## src/logic/issue_consts.svh

```systemverilog
`ifndef ISSUE_CONSTS_SVH
`define ISSUE_CONSTS_SVH

// ------------------------------
// datapath widths
// ------------------------------
// data and pc share one width
`define ISSUE_XLEN 32
// integer register index
`define ISSUE_REG_ADDR_W 5

// ------------------------------
// counts
// ------------------------------
`define ISSUE_NR_REGS 32
`define ISSUE_NR_COMMIT 2
// scoreboard tag
`define ISSUE_TRANS_ID_W 3

`endif

```

## src/logic/issue_pkg.sv

```systemverilog
`include "issue_consts.svh"

package issue_pkg;

  // target functional unit of an instruction
  typedef enum logic [2:0] {
    NONE      = 3'd0,
    LOAD      = 3'd1,
    STORE     = 3'd2,
    ALU       = 3'd3,
    CTRL_FLOW = 3'd4,
    MULT      = 3'd5,
    CSR       = 3'd6
  } fu_t;

  // operation code, carried to the unit untouched
  typedef enum logic [3:0] {
    ADD  = 4'd0,
    SUB  = 4'd1,
    XORL = 4'd2,
    ORL  = 4'd3,
    ANDL = 4'd4,
    SLL  = 4'd5,
    SRL  = 4'd6,
    SRA  = 4'd7,
    SLTS = 4'd8,
    SLTU = 4'd9,
    EQ   = 4'd10,
    NE   = 4'd11,
    LW   = 4'd12,
    SW   = 4'd13,
    MUL  = 4'd14,
    CSRW = 4'd15
  } fu_op_t;

  // decoded instruction from the scoreboard
  typedef struct packed {
    logic [`ISSUE_XLEN-1:0]       pc;
    logic [`ISSUE_TRANS_ID_W-1:0] trans_id;
    fu_t                          fu;
    fu_op_t                       op;
    logic [`ISSUE_REG_ADDR_W-1:0] rs1;
    logic [`ISSUE_REG_ADDR_W-1:0] rs2;
    logic [`ISSUE_REG_ADDR_W-1:0] rd;
    // immediate lives here
    logic [`ISSUE_XLEN-1:0]       result;
    logic                         use_imm;
    logic                         use_zimm;
    logic                         use_pc;
    logic                         ex_valid;
    logic                         is_compressed;
  } issue_entry_t;

  // one writer unit per register, NONE when free
  typedef fu_t [`ISSUE_NR_REGS-1:0] clobber_table_t;

  // scoreboard value for one source
  typedef struct packed {
    logic [`ISSUE_XLEN-1:0] value;
    logic                   valid;
  } fwd_value_t;

  typedef struct packed {
    logic                         we;
    logic [`ISSUE_REG_ADDR_W-1:0] waddr;
    logic [`ISSUE_XLEN-1:0]       wdata;
  } commit_port_t;

  typedef struct packed {
    logic flu;
    logic lsu;
  } unit_ready_t;

  typedef struct packed {
    logic alu;
    logic branch;
    logic lsu;
    logic mult;
    logic csr;
  } unit_valid_t;

  // bundle handed to execute
  typedef struct packed {
    fu_t                          fu;
    fu_op_t                       op;
    logic [`ISSUE_XLEN-1:0]       operand_a;
    logic [`ISSUE_XLEN-1:0]       operand_b;
    logic [`ISSUE_XLEN-1:0]       imm;
    logic [`ISSUE_TRANS_ID_W-1:0] trans_id;
  } fu_data_t;

  typedef struct packed {
    logic fwd_rs1;
    logic fwd_rs2;
  } fwd_sel_t;

endpackage

```

## src/logic/issue_dispatch.sv

```systemverilog
`timescale 1ns/1ns
`include "issue_consts.svh"

module issue_dispatch (
  input  logic                    clk_i,
  input  logic                    rst_ni,
  input  logic                    flush_i,
  input  issue_pkg::issue_entry_t instr_i,
  // valid and ack seen together
  input  logic                    accept_i,
  input  logic [`ISSUE_XLEN-1:0]  operand_a_i,
  input  logic [`ISSUE_XLEN-1:0]  operand_b_i,
  input  logic [`ISSUE_XLEN-1:0]  imm_i,
  output issue_pkg::fu_data_t     fu_data_o,
  output issue_pkg::unit_valid_t  unit_valid_o,
  output logic [`ISSUE_XLEN-1:0]  pc_o,
  output logic                    is_compressed_o,
  output logic                    mult_busy_o
);

  import issue_pkg::*;

  unit_valid_t unit_valid_q;

  // ------------------------------
  // id/ex payload register
  // ------------------------------
  // loaded every cycle, only the strobes qualify it
  always_ff @(posedge clk_i or negedge rst_ni) begin
    if (!rst_ni) begin
      fu_data_o.fu        <= NONE;
      fu_data_o.op        <= ADD;
      fu_data_o.operand_a <= '0;
      fu_data_o.operand_b <= '0;
      fu_data_o.imm       <= '0;
      fu_data_o.trans_id  <= '0;
      pc_o                <= '0;
      is_compressed_o     <= 1'b0;
    end else begin
      fu_data_o.fu        <= instr_i.fu;
      fu_data_o.op        <= instr_i.op;
      fu_data_o.operand_a <= operand_a_i;
      fu_data_o.operand_b <= operand_b_i;
      fu_data_o.imm       <= imm_i;
      fu_data_o.trans_id  <= instr_i.trans_id;
      pc_o                <= instr_i.pc;
      is_compressed_o     <= instr_i.is_compressed;
    end
  end

  // ------------------------------
  // unit valid strobes
  // ------------------------------
  always_ff @(posedge clk_i or negedge rst_ni) begin
    if (!rst_ni) begin
      unit_valid_q <= '0;
    end else begin
      // single cycle pulse by default
      unit_valid_q <= '0;
      // an excepting instruction is retired without execution
      if (accept_i && !instr_i.ex_valid) begin
        case (instr_i.fu)
          ALU:         unit_valid_q.alu    <= 1'b1;
          CTRL_FLOW:   unit_valid_q.branch <= 1'b1;
          LOAD, STORE: unit_valid_q.lsu    <= 1'b1;
          MULT:        unit_valid_q.mult   <= 1'b1;
          CSR:         unit_valid_q.csr    <= 1'b1;
          default:     unit_valid_q        <= '0;
        endcase
      end
      // flush kills whatever was just issued
      if (flush_i) begin
        unit_valid_q <= '0;
      end
    end
  end

  assign unit_valid_o = unit_valid_q;
  // feeds the result bus contention check
  assign mult_busy_o  = unit_valid_q.mult;

endmodule

```

## src/logic/issue_hazard_check.sv

```systemverilog
`timescale 1ns/1ns
`include "issue_consts.svh"

module issue_hazard_check (
  input  issue_pkg::issue_entry_t                        instr_i,
  input  logic                                           valid_i,
  input  logic                                           stall_i,
  input  issue_pkg::clobber_table_t                      clobber_i,
  input  issue_pkg::fwd_value_t                          rs1_fwd_i,
  input  issue_pkg::fwd_value_t                          rs2_fwd_i,
  input  issue_pkg::unit_ready_t                         ready_i,
  input  issue_pkg::commit_port_t [`ISSUE_NR_COMMIT-1:0] commit_i,
  // a multiply was issued last cycle
  input  logic                                           mult_busy_i,
  output logic                                           ack_o,
  output issue_pkg::fwd_sel_t                            fwd_o
);

  import issue_pkg::*;

  fu_t  rs1_clob;
  fu_t  rs2_clob;
  fu_t  rd_clob;
  logic stall;
  logic fu_busy;
  logic rd_commit;

  // pending writers of each register
  assign rs1_clob = clobber_i[instr_i.rs1];
  assign rs2_clob = clobber_i[instr_i.rs2];
  assign rd_clob  = clobber_i[instr_i.rd];

  // ------------------------------
  // source operand availability
  // ------------------------------
  always_comb begin
    stall = stall_i;
    fwd_o = '0;
    // zimm uses the rs1 field as data, nothing to wait for
    if (!instr_i.use_zimm && (rs1_clob != NONE)) begin
      // csr results only arrive through the register file
      if (rs1_fwd_i.valid && (rs1_clob != CSR)) begin
        fwd_o.fwd_rs1 = 1'b1;
      end else begin
        stall = 1'b1;
      end
    end
    if (rs2_clob != NONE) begin
      if (rs2_fwd_i.valid && (rs2_clob != CSR)) begin
        fwd_o.fwd_rs2 = 1'b1;
      end else begin
        stall = 1'b1;
      end
    end
  end

  // busy flag of the unit this instruction needs
  always_comb begin
    unique case (instr_i.fu)
      ALU, CTRL_FLOW, CSR, MULT: fu_busy = ~ready_i.flu;
      LOAD, STORE:               fu_busy = ~ready_i.lsu;
      default:                   fu_busy = 1'b0;
    endcase
  end

  // commit retires rd in this very cycle
  always_comb begin
    rd_commit = 1'b0;
    for (int unsigned p = 0; p < `ISSUE_NR_COMMIT; p++) begin
      if (commit_i[p].we && (commit_i[p].waddr == instr_i.rd)) begin
        rd_commit = 1'b1;
      end
    end
  end

  // ------------------------------
  // issue decision
  // ------------------------------
  always_comb begin
    ack_o = 1'b0;
    if (valid_i) begin
      // waw check on rd, a same-cycle commit frees it
      if (!stall && !fu_busy && ((rd_clob == NONE) || rd_commit)) begin
        ack_o = 1'b1;
      end
      // exceptions and unit-less instructions just pass
      if (instr_i.ex_valid || (instr_i.fu == NONE)) begin
        ack_o = 1'b1;
      end
    end
    // the fixed latency result bus is taken by the multiply
    if (mult_busy_i && (instr_i.fu inside {ALU, CTRL_FLOW, CSR})) begin
      ack_o = 1'b0;
    end
  end

endmodule

```

## src/logic/issue_operand_select.sv

```systemverilog
`timescale 1ns/1ns
`include "issue_consts.svh"

module issue_operand_select (
  input  issue_pkg::issue_entry_t instr_i,
  input  issue_pkg::fwd_sel_t     fwd_i,
  input  issue_pkg::fwd_value_t   rs1_fwd_i,
  input  issue_pkg::fwd_value_t   rs2_fwd_i,
  // register file read data
  input  logic [`ISSUE_XLEN-1:0]  rf_a_i,
  input  logic [`ISSUE_XLEN-1:0]  rf_b_i,
  output logic [`ISSUE_XLEN-1:0]  operand_a_o,
  output logic [`ISSUE_XLEN-1:0]  operand_b_o,
  output logic [`ISSUE_XLEN-1:0]  imm_o
);

  import issue_pkg::*;

  // ------------------------------
  // operand a
  // ------------------------------
  // later checks override earlier ones
  always_comb begin
    operand_a_o = rf_a_i;
    if (fwd_i.fwd_rs1) begin
      operand_a_o = rs1_fwd_i.value;
    end
    // auipc, jal and friends
    if (instr_i.use_pc) begin
      operand_a_o = instr_i.pc;
    end
    // csr immediate, zero extended rs1 index
    if (instr_i.use_zimm) begin
      operand_a_o = {{(`ISSUE_XLEN - `ISSUE_REG_ADDR_W){1'b0}}, instr_i.rs1};
    end
  end

  // ------------------------------
  // operand b
  // ------------------------------
  always_comb begin
    operand_b_o = rf_b_i;
    if (fwd_i.fwd_rs2) begin
      operand_b_o = rs2_fwd_i.value;
    end
    // stores and branches need rs2, their immediate goes via imm
    if (instr_i.use_imm && (instr_i.fu != STORE) && (instr_i.fu != CTRL_FLOW)) begin
      operand_b_o = instr_i.result;
    end
  end

  // immediate always travels on its own
  assign imm_o = instr_i.result;

endmodule

```

## src/logic/issue_read_operands.sv

```systemverilog
`timescale 1ns/1ns
`include "issue_consts.svh"

module issue_read_operands (
  input  logic                                           clk_i,
  input  logic                                           rst_ni,
  input  logic                                           flush_i,
  input  logic                                           stall_i,
  // from decode, held while ack is low
  input  issue_pkg::issue_entry_t                        issue_instr_i,
  input  logic                                           issue_valid_i,
  output logic                                           issue_ack_o,
  // scoreboard lookup
  output logic [`ISSUE_REG_ADDR_W-1:0]                   rs1_o,
  output logic [`ISSUE_REG_ADDR_W-1:0]                   rs2_o,
  input  issue_pkg::fwd_value_t                          rs1_fwd_i,
  input  issue_pkg::fwd_value_t                          rs2_fwd_i,
  input  issue_pkg::clobber_table_t                      rd_clobber_i,
  input  issue_pkg::unit_ready_t                         unit_ready_i,
  input  issue_pkg::commit_port_t [`ISSUE_NR_COMMIT-1:0] commit_i,
  // to execute
  output issue_pkg::fu_data_t                            fu_data_o,
  output issue_pkg::unit_valid_t                         unit_valid_o,
  output logic [`ISSUE_XLEN-1:0]                         pc_o,
  output logic                                           is_compressed_o
);

  import issue_pkg::*;

  logic [`ISSUE_XLEN-1:0] rf_a;
  logic [`ISSUE_XLEN-1:0] rf_b;
  logic [`ISSUE_XLEN-1:0] operand_a;
  logic [`ISSUE_XLEN-1:0] operand_b;
  logic [`ISSUE_XLEN-1:0] imm;
  fwd_sel_t               fwd_sel;
  logic                   mult_busy;
  logic                   accept;

  // scoreboard is polled with the raw source fields
  assign rs1_o  = issue_instr_i.rs1;
  assign rs2_o  = issue_instr_i.rs2;
  assign accept = issue_valid_i & issue_ack_o;

  issue_regfile issue_regfile_inst (
    .clk_i     (clk_i),
    .rst_ni    (rst_ni),
    .raddr_a_i (issue_instr_i.rs1),
    .raddr_b_i (issue_instr_i.rs2),
    .rdata_a_o (rf_a),
    .rdata_b_o (rf_b),
    .commit_i  (commit_i)
  );

  issue_hazard_check issue_hazard_check_inst (
    .instr_i     (issue_instr_i),
    .valid_i     (issue_valid_i),
    .stall_i     (stall_i),
    .clobber_i   (rd_clobber_i),
    .rs1_fwd_i   (rs1_fwd_i),
    .rs2_fwd_i   (rs2_fwd_i),
    .ready_i     (unit_ready_i),
    .commit_i    (commit_i),
    .mult_busy_i (mult_busy),
    .ack_o       (issue_ack_o),
    .fwd_o       (fwd_sel)
  );

  issue_operand_select issue_operand_select_inst (
    .instr_i     (issue_instr_i),
    .fwd_i       (fwd_sel),
    .rs1_fwd_i   (rs1_fwd_i),
    .rs2_fwd_i   (rs2_fwd_i),
    .rf_a_i      (rf_a),
    .rf_b_i      (rf_b),
    .operand_a_o (operand_a),
    .operand_b_o (operand_b),
    .imm_o       (imm)
  );

  issue_dispatch issue_dispatch_inst (
    .clk_i           (clk_i),
    .rst_ni          (rst_ni),
    .flush_i         (flush_i),
    .instr_i         (issue_instr_i),
    .accept_i        (accept),
    .operand_a_i     (operand_a),
    .operand_b_i     (operand_b),
    .imm_i           (imm),
    .fu_data_o       (fu_data_o),
    .unit_valid_o    (unit_valid_o),
    .pc_o            (pc_o),
    .is_compressed_o (is_compressed_o),
    .mult_busy_o     (mult_busy)
  );

endmodule

```

## src/logic/issue_regfile.sv

```systemverilog
`timescale 1ns/1ns
`include "issue_consts.svh"

module issue_regfile (
  input  logic                                              clk_i,
  input  logic                                              rst_ni,
  // read side, rs1 and rs2
  input  logic [`ISSUE_REG_ADDR_W-1:0]                      raddr_a_i,
  input  logic [`ISSUE_REG_ADDR_W-1:0]                      raddr_b_i,
  output logic [`ISSUE_XLEN-1:0]                            rdata_a_o,
  output logic [`ISSUE_XLEN-1:0]                            rdata_b_o,
  // write side from commit
  input  issue_pkg::commit_port_t [`ISSUE_NR_COMMIT-1:0]    commit_i
);

  // register storage, x0 included but never written
  logic [`ISSUE_XLEN-1:0] regs_q [`ISSUE_NR_REGS];

  // ------------------------------
  // write ports
  // ------------------------------
  // ports applied in order so the highest index wins a collision
  always_ff @(posedge clk_i or negedge rst_ni) begin
    if (!rst_ni) begin
      for (int unsigned r = 0; r < `ISSUE_NR_REGS; r++) begin
        regs_q[r] <= '0;
      end
    end else begin
      for (int unsigned p = 0; p < `ISSUE_NR_COMMIT; p++) begin
        // x0 is hard-wired, drop its writes
        if (commit_i[p].we && (commit_i[p].waddr != '0)) begin
          regs_q[commit_i[p].waddr] <= commit_i[p].wdata;
        end
      end
    end
  end

  // ------------------------------
  // read ports
  // ------------------------------
  // combinational, a same-cycle write is not visible yet
  assign rdata_a_o = regs_q[raddr_a_i];
  assign rdata_b_o = regs_q[raddr_b_i];

endmodule

```

## config.mk

```make
export PLATFORM = sky130hd
export DESIGN_NAME = issue_read_operands
export DESIGN_NICKNAME = d
export VERILOG_FILES = /design/src/logic/issue_pkg.sv /design/src/logic/issue_dispatch.sv /design/src/logic/issue_hazard_check.sv /design/src/logic/issue_operand_select.sv /design/src/logic/issue_read_operands.sv /design/src/logic/issue_regfile.sv
export VERILOG_INCLUDE_DIRS = /design/src /design/src/logic
export SDC_FILE = /design/constraint.sdc
export NUM_CORES = 2
export LEC_CHECK = 0
export BUFFER_PORTS_ARGS = -buffer_cell sky130_fd_sc_hd__buf_2
export CAP_MARGIN = 20
export CORE_MARGIN = 1
export CORE_UTILIZATION = 40
export CTS_CLUSTER_SIZE = 30
export DETAILED_ROUTE_END_ITERATION = 6
export MAX_ROUTING_LAYER = met4
export REMOVE_ABC_BUFFERS = 1
export SKIP_CTS_REPAIR_TIMING = 1
export SLEW_MARGIN = 10
export SYNTH_ARGS = -nofsm -noshare
export SYNTH_HDL_FRONTEND = slang
export SYNTH_SLANG_ARGS = --single-unit
```

## constraint.sdc

```tcl
create_clock -name clk_i -period 2.29 [get_ports clk_i]
set_clock_uncertainty 0.05 [all_clocks]
set_input_delay 0.1145 -clock clk_i [delete_from_list [all_inputs] [get_ports clk_i]]
set_output_delay 0.1145 -clock clk_i [all_outputs]
set_load 0.005 [all_outputs]
```

### After elaboration in Yosys (flattened, before gate mapping)

Index checks and enable logic that the tools add are counted.

| operators by class | value |
|---|---|
| $lt $le $gt $ge | 9 |
| eq/ne operators | 12 |
| mux-type cells | 47 |
| bitwise operators | 7 |
| reductions and logical operators | 30 |

Operators by type and width:

| operator | number |
|---|---|
| $bwmux W1024 | 2 |
| $mux W1024 | 2 |
| $mux W32 | 11 |
| $bmux W32 S5 | 2 |
| $demux W32 S5 | 2 |
| $bmux W3 S5 | 3 |
| $ge A6 B6 Y1 const B | 4 |
| $not A5 Y6 | 4 |
| $mux W1 | 19 |
| $lt A5 B6 Y1 const B | 3 |
| $logic_and A1 B1 Y1 | 15 |
| $lt A6 B1 Y1 const B | 2 |
| $eq A5 B5 Y1 | 2 |
| $mux W5 | 2 |
| $reduce_bool A5 Y1 | 2 |
| $eq A3 B3 Y1 const B | 3 |
| $mux W3 | 3 |
| $ne A3 B3 Y1 const B | 3 |
| $reduce_bool A3 Y1 | 3 |
| $eq A3 B2 Y1 const B | 2 |
| $logic_not A3 Y1 | 2 |
| $logic_not A1 Y1 | 4 |
| $reduce_or A4 Y1 | 1 |
| $eq A3 B1 Y1 const B | 1 |
| other kinds (6) | 8 |

| word-level totals | value |
|---|---|
| flip-flop bits (word level) | 1168 |
| bits of input ports | 339 |
| output and inout port bits | 155 |
| logic and storage cells | 150 |

### Logic depth before layout (Yosys ltp)

| logic depth | value |
|---|---|
| depth after elaboration | 19 |
| depth in mapped cells | 12 |
| depth with buffers taken out | 8 |

### Hierarchy

Synthesis repeated with hierarchy kept, for this count alone.

| unflattened totals | value |
|---|---|
| cell total of the unflattened synthesis | 7611 |
| area, all modules | 73011.3 µm² |

Modules (own cells, without submodules):

| module | times used | cells each | area an instance (µm²) | seq. area each (µm²) |
|---|---|---|---|---|
| issue_regfile | 1 | 6946 | 64655.8 | 25624.6 |
| issue_dispatch | 1 | 154 | 3706.1 | 3603.5 |
| issue_hazard_check | 1 | 282 | 2498.6 | 0.0 |
| issue_operand_select | 1 | 218 | 2069.5 | 0.0 |
| issue_read_operands | 1 | 11 | 81.3 | 0.0 |

### Least setup slack after synthesis

OpenSTA, ideal clock, no wires.

| path | value |
|---|---|
| path kind | input -> register |
| from | input port issue_instr_i[42] in the netlist's numbering |
| to | register, netlist name issue_dispatch_inst.fu_data_o[37] |
| library setup time | 134 ps |
| data arrival time | 2707 ps |
| required time | 2106 ps |
| setup slack | -601 ps |
| stages on the path | 8 |
| path buffers | 3 |
| cell sequence | clkbuf_1 > buf_2 > buf_1 > mux4_2 > mux4_2 > mux2_2 > mux2i_1 > o21ai_0 |

| between the ends | value |
|---|---|
| word-level cells in the longest chain between the ends | 8 |
| elaborated cells on any way between the ends | 13 |
| those cells by class | 1 x eq/ne; 9 x mux; 1 x bitwise; 2 x reduce/logical |

RTL lines:

| what | RTL line | text |
|---|---|---|
| start: declaration | issue_read_operands.sv:10 | `input issue_pkg::issue_entry_t issue_instr_i,` |
| $bmux W3 S5 | issue_hazard_check.sv:30 | `assign rs2_clob = clobber_i[instr_i.rs2];` |
| $mux W3 (implied by the code) | issue_hazard_check.sv:30 |  |
| $ne A3 B3 Y1 | issue_hazard_check.sv:49 | `if (rs2_fwd_i.valid && (rs2_clob != CSR)) begin` |
| $logic_and A1 B1 Y1 | issue_hazard_check.sv:49 |  |
| $mux W1 | issue_hazard_check.sv:49 |  |
| $mux W1 | issue_hazard_check.sv:48 | `if (rs2_clob != NONE) begin` |
| $mux W32 (*) | issue_operand_select.sv:43 | `if (fwd_i.fwd_rs2) begin` |
| $mux W32 (*) | issue_operand_select.sv:47 | `if (instr_i.use_imm && (instr_i.fu != STORE) && (instr_i.fu != CTRL_FLOW)) begin` |
| named net issue_dispatch_inst.operand_b_i[2] | issue_dispatch.sv:12 | `` input logic [`ISSUE_XLEN-1:0] operand_b_i, `` |

The timed path passes the listed nets; every way through them passes the cells marked *. The select of a mux whose other input is x is not followed.

### Final worst setup path

| path | value |
|---|---|
| from | input port issue_instr_i[48] in the netlist's numbering |
| to | output port issue_ack_o |

| between the ends | value |
|---|---|
| word-level cells in the longest chain between the ends | 15 |
| elaborated cells on any way between the ends | 17 |
| those cells by class | 1 x eq/ne; 10 x mux; 6 x reduce/logical |

RTL lines:

| what | RTL line | text |
|---|---|---|
| $bmux W3 S5 (*) | issue_hazard_check.sv:29 | `assign rs1_clob = clobber_i[instr_i.rs1];` |
| $mux W3 (implied by the code) (*) | issue_hazard_check.sv:29 |  |
| $ne A3 B3 Y1 | issue_hazard_check.sv:42 | `if (rs1_fwd_i.valid && (rs1_clob != CSR)) begin` |
| $logic_and A1 B1 Y1 | issue_hazard_check.sv:42 |  |
| $mux W1 | issue_hazard_check.sv:42 |  |
| $mux W1 (*) | issue_hazard_check.sv:40 | `if (!instr_i.use_zimm && (rs1_clob != NONE)) begin` |
| $mux W1 | issue_hazard_check.sv:49 |  |
| $mux W1 (*) | issue_hazard_check.sv:48 |  |
| $logic_not A1 Y1 (*) | issue_hazard_check.sv:83 | `if (!stall && !fu_busy && ((rd_clob == NONE) \|\| rd_commit)) begin` |
| $logic_and A1 B1 Y1 (*) (2 in a row) | issue_hazard_check.sv:83 |  |
| $mux W1 (*) | issue_hazard_check.sv:83 |  |
| $mux W1 (*) | issue_hazard_check.sv:87 | `if (instr_i.ex_valid \|\| (instr_i.fu == NONE)) begin` |
| $mux W1 (*) | issue_hazard_check.sv:81 | `if (valid_i) begin` |
| $mux W1 (*) | issue_hazard_check.sv:92 | `if (mult_busy_i && (instr_i.fu inside {ALU, CTRL_FLOW, CSR})) begin` |
| end: declaration | issue_read_operands.sv:12 | `output logic issue_ack_o,` |

Every way passes the cells marked *; elsewhere a longest branch is shown, timed or not. The select of a mux whose other input is x is not followed.

==> impl_metrics.tcl <==
set metrics [dict create \
    grt_overflow 0 \
    drc 0 \
    synth_seq_cells 1168 \
    initial_core_util_pct 40.47 \
    synth_edf_count 0 \
    rsz0062_at_grt "yes" \
    end_kind "primary output" \
    startpoint_type "primary input" \
    die_y_um 419.8 \
    timing_worst_setup_path_type "in2out" \
    ys_warn_count 0 \
    pre_cts_slack_ns -0.9774 \
    cp_slowest_cell "mux4_2" \
    synth_area_leaders "dfrtp_1 42%, mux4_2 22%, mux2i_1 14%" \
    violations "hold timing, setup timing" \
    critical_path.most_common_cell "mux4_2" \
    grt_pass1_vias 55480 \
    synth_area_leader_cell "dfrtp_1" \
    root_buffer "clkbuf_16" \
    synth.distinct_cells 51 \
    synth_top_area_share_pct 41.87 \
    crit_required_ns 2.13 \
    post-route-period-util_pct 115.3 \
    fin_nets 7233 \
    clkSinkCount 1168 \
    first_pass_iters 6 \
    fmax_ghz 0.3788 \
    syn_area_per_cell_um2 11.26 \
    antenna_left 0 \
    grt_start_max_net_pins 101 \
    cts_made_buffers 141 \
    crit_chain "buf_16, buf_12, mux4_2, mux4_2, mux2_4, o21bai_1, a21o_1, nand2b_1, o21ai_1, buf_2" \
    viasPerCell 6.153 \
    postSynthCellCount 6202 \
    antenna_found_initial 22 \
    ys.flop_type "dfrtp_1" \
    dp.cells 8734 \
    drv_slew 0 \
    rows 152 \
    io-pin-count 494 \
    fin_crit_ns 2.640 \
    synth-seq-area-share_pct 41.87 \
    worst_pin_slew_ns 0.9230 \
    status "finished with violations" \
    clkTransAtPathRegs_ns 0.06 \
    fp.dieW_um 419.8 \
    drt-total-wl_mm 276.9 \
    drt_iter0_markers 6848 \
    core_um2 172500 \
    max_cap_violations 0 \
    hold_ws_ns -0.02099 \
    grt_first_pass_wirelength_mm 393.6 \
    netlist_area_um2 69810 \
    cts_buffer_depth 3 \
    leakagePower_nw 37.70 \
    cts_tree "done" \
    clk_latency_ns 0.81 \
    async_flop_share_pct 100.0 \
    final_layout_size_suffix_gt1_share_pct 28.60 \
    relSlewSlack_pct 38.46 \
    crit_arrival_ns 2.48 \
    routed-via-count 57470 \
    ir_drop_mv 0.8062 \
    hold_viol_final 2 \
    max_stage_delay_ns 0.62 \
    gp_congestion 0.9231 \
    wl_per_cell_um 29.64 \
    power.total_mw 70.92 \
    power_density_nw_per_um2 817.1 \
    dieArea_um2 176200 \
    setup_viol 3 \
    syn2layout_area_growth_pct 24.34 \
    hpwlAfterDp_mm 170.5 \
    fillers 14980 \
    cts_htree_levels 4 \
    fin_ws_ns -0.3500 \
    critPathMaxFanout 7 \
    hp-class "in2reg" \
    io_buffers 493 \
    finalNonFillerCells 9341 \
    design_area_um2 86800 \
    placed_cell_area_um2 78610 \
    grt_usage_pct 31.69 \
]
## logic make-up (layout without fill, tap and decap cells)
kind of cell | count (synthesis) | after routing | synth area share (%)
DFF | 1168 | 1168 | 41.87
buffers and inverters | 765 | 1569 | 4.230
and+or+nand+nor | 1301 | 1301 | 7.463
AOI/OAI and AO/OA | 1276 | 1276 | 10.01
muxes | 1678 | 1678 | 36.26
xor gates and xnor gates | 14 | 14 | 0.1756
other | 0 | 25 | 0
## cell type report
type                            count  area, um2  area share, %
Clock buffer                      204       4141          4.771
Timing Repair Buffer             1305      11700          13.48
Multi-Input combinational cell   4269      38110          43.90
Tap cell                         2310       2890          3.330
Clock inverter                     51      634.4         0.7308
Inverter                            9      33.78        0.03892
Sequential cell                  1168      29230          33.67
Antenna cell                       25      62.56        0.07207
## worst paths after layout
check | startpoint | to | slack, ns | depth (start not counted)
setup / recovery | issue_instr_i[48] | issue_ack_o | -0.35 | 10
hold / removal | issue_instr_i[49] | issue_dispatch_inst.fu_data_o[69]$_DFF_PN0_ | -0.02 | 5
setup reg to reg | issue_dispatch_inst.mult_busy_o$_DFF_PN0_ | issue_dispatch_inst.unit_valid_o[2]$_DFF_PN0_ | 0.04 | 8
hold reg to reg | issue_regfile_inst.regs_q[1017]$_DFF_PN0_ | issue_regfile_inst.regs_q[1017]$_DFF_PN0_ | 0.34 | 0
max in group asynchronous | rst_ni | issue_regfile_inst.regs_q[508]$_DFF_PN0_ | 1.54 | 4
min in group asynchronous | rst_ni | issue_regfile_inst.regs_q[625]$_DFF_PN0_ | 0.08 | 3
## cell usage after synthesis, types with 7 or more instances
cell type / number
dfrtp_1: 1168
mux2i_1: 966
mux4_2: 677
a21oi_1: 660
nor2_1: 650
clkbuf_1: 612
nand2_1: 527
o21ai_0: 432
a32oi_1: 114
buf_1: 113
mux2_2: 35
o211ai_1: 29
nor4_1: 23
nor3_1: 20
buf_2: 17
a211oi_1: 13
nand3_1: 13
nor2b_1: 13
buf_4: 12
xnor2_1: 12
a22oi_1: 11
nand2b_1: 9
nand4_1: 9
nor4b_1: 8
inv_1: 7
## per-stage QoR
| step | setup TNS (ns) | utilization (%) |
|---|---|---|
| global placement | -44.08 | 45.57 |
| floorplan | -796.63 | - |
| global route | -0.5567 | 50.32 |
| CTS | -3.690 | 48.34 |
| finish | -0.3611 | 50.32 |
| detailed placement | -44.99 | 45.57 |
## registers in the layout, indices dropped and copies added, names as in the netlist
| register | count |
|---|---|
| issue_dispatch_inst.fu_data_o | 106 |
| issue_dispatch_inst.is_compressed_o | 1 |
| issue_dispatch_inst.mult_busy_o | 1 |
| issue_dispatch_inst.pc_o | 32 |
| issue_dispatch_inst.unit_valid_o | 4 |
| issue_regfile_inst.regs_q | 1024 |
## where the power goes
group	leakage (nW)	total [mW]	internal (mW)	switching, mW
sequential	14.2	29.3	25.6	3.72
combinational	21.1	18.3	10.5	7.76
clock	2.34	23.3	13.7	9.67
total	37.7	70.9	49.8	21.2
## cells in the final DEF (no fill, tap or decap), types with 13 or more instances in the layout
cell,synthesis,final
o21ai_0,432,430
nand2_1,527,498
nor2_1,650,624
clkbuf_8,0,27
a32oi_1,114,114
mux2i_1,966,966
buf_4,12,316
a21oi_1,660,660
mux4_2,677,677
o211ai_1,29,29
nor2b_1,13,13
dlygate4sd3_1,0,319
nor4_1,23,19
clkbuf_16,0,147
a211oi_1,13,13
nand2_4,0,19
clkbuf_1,612,31
nor2_4,0,24
buf_12,0,176
dfrtp_1,1168,1168
diode_2,0,25
buf_2,17,483
mux2_2,35,33
nor3_1,20,15
clkinv_2,0,24
## layer usage
metal / up-vias / track usage, % / share of wire (%)
li1: 24400 / - / -
met5: - / - / 0
met4: 0 / 17.10 / 6.1
met3: 783 / 7.461 / 9.9
met2: 3472 / 47.87 / 46
met1: 28820 / 39.41 / 38
## worst max-delay path, delay by kind of cell
family                 cells  cell delay (ns)
AOI/OAI and AO/OA          3             0.46
and+or+nand+nor            1             0.07
muxes                      3             1.45
buffers and inverters      3             0.37
Note: power is estimated with default switching activity, not from simulation.
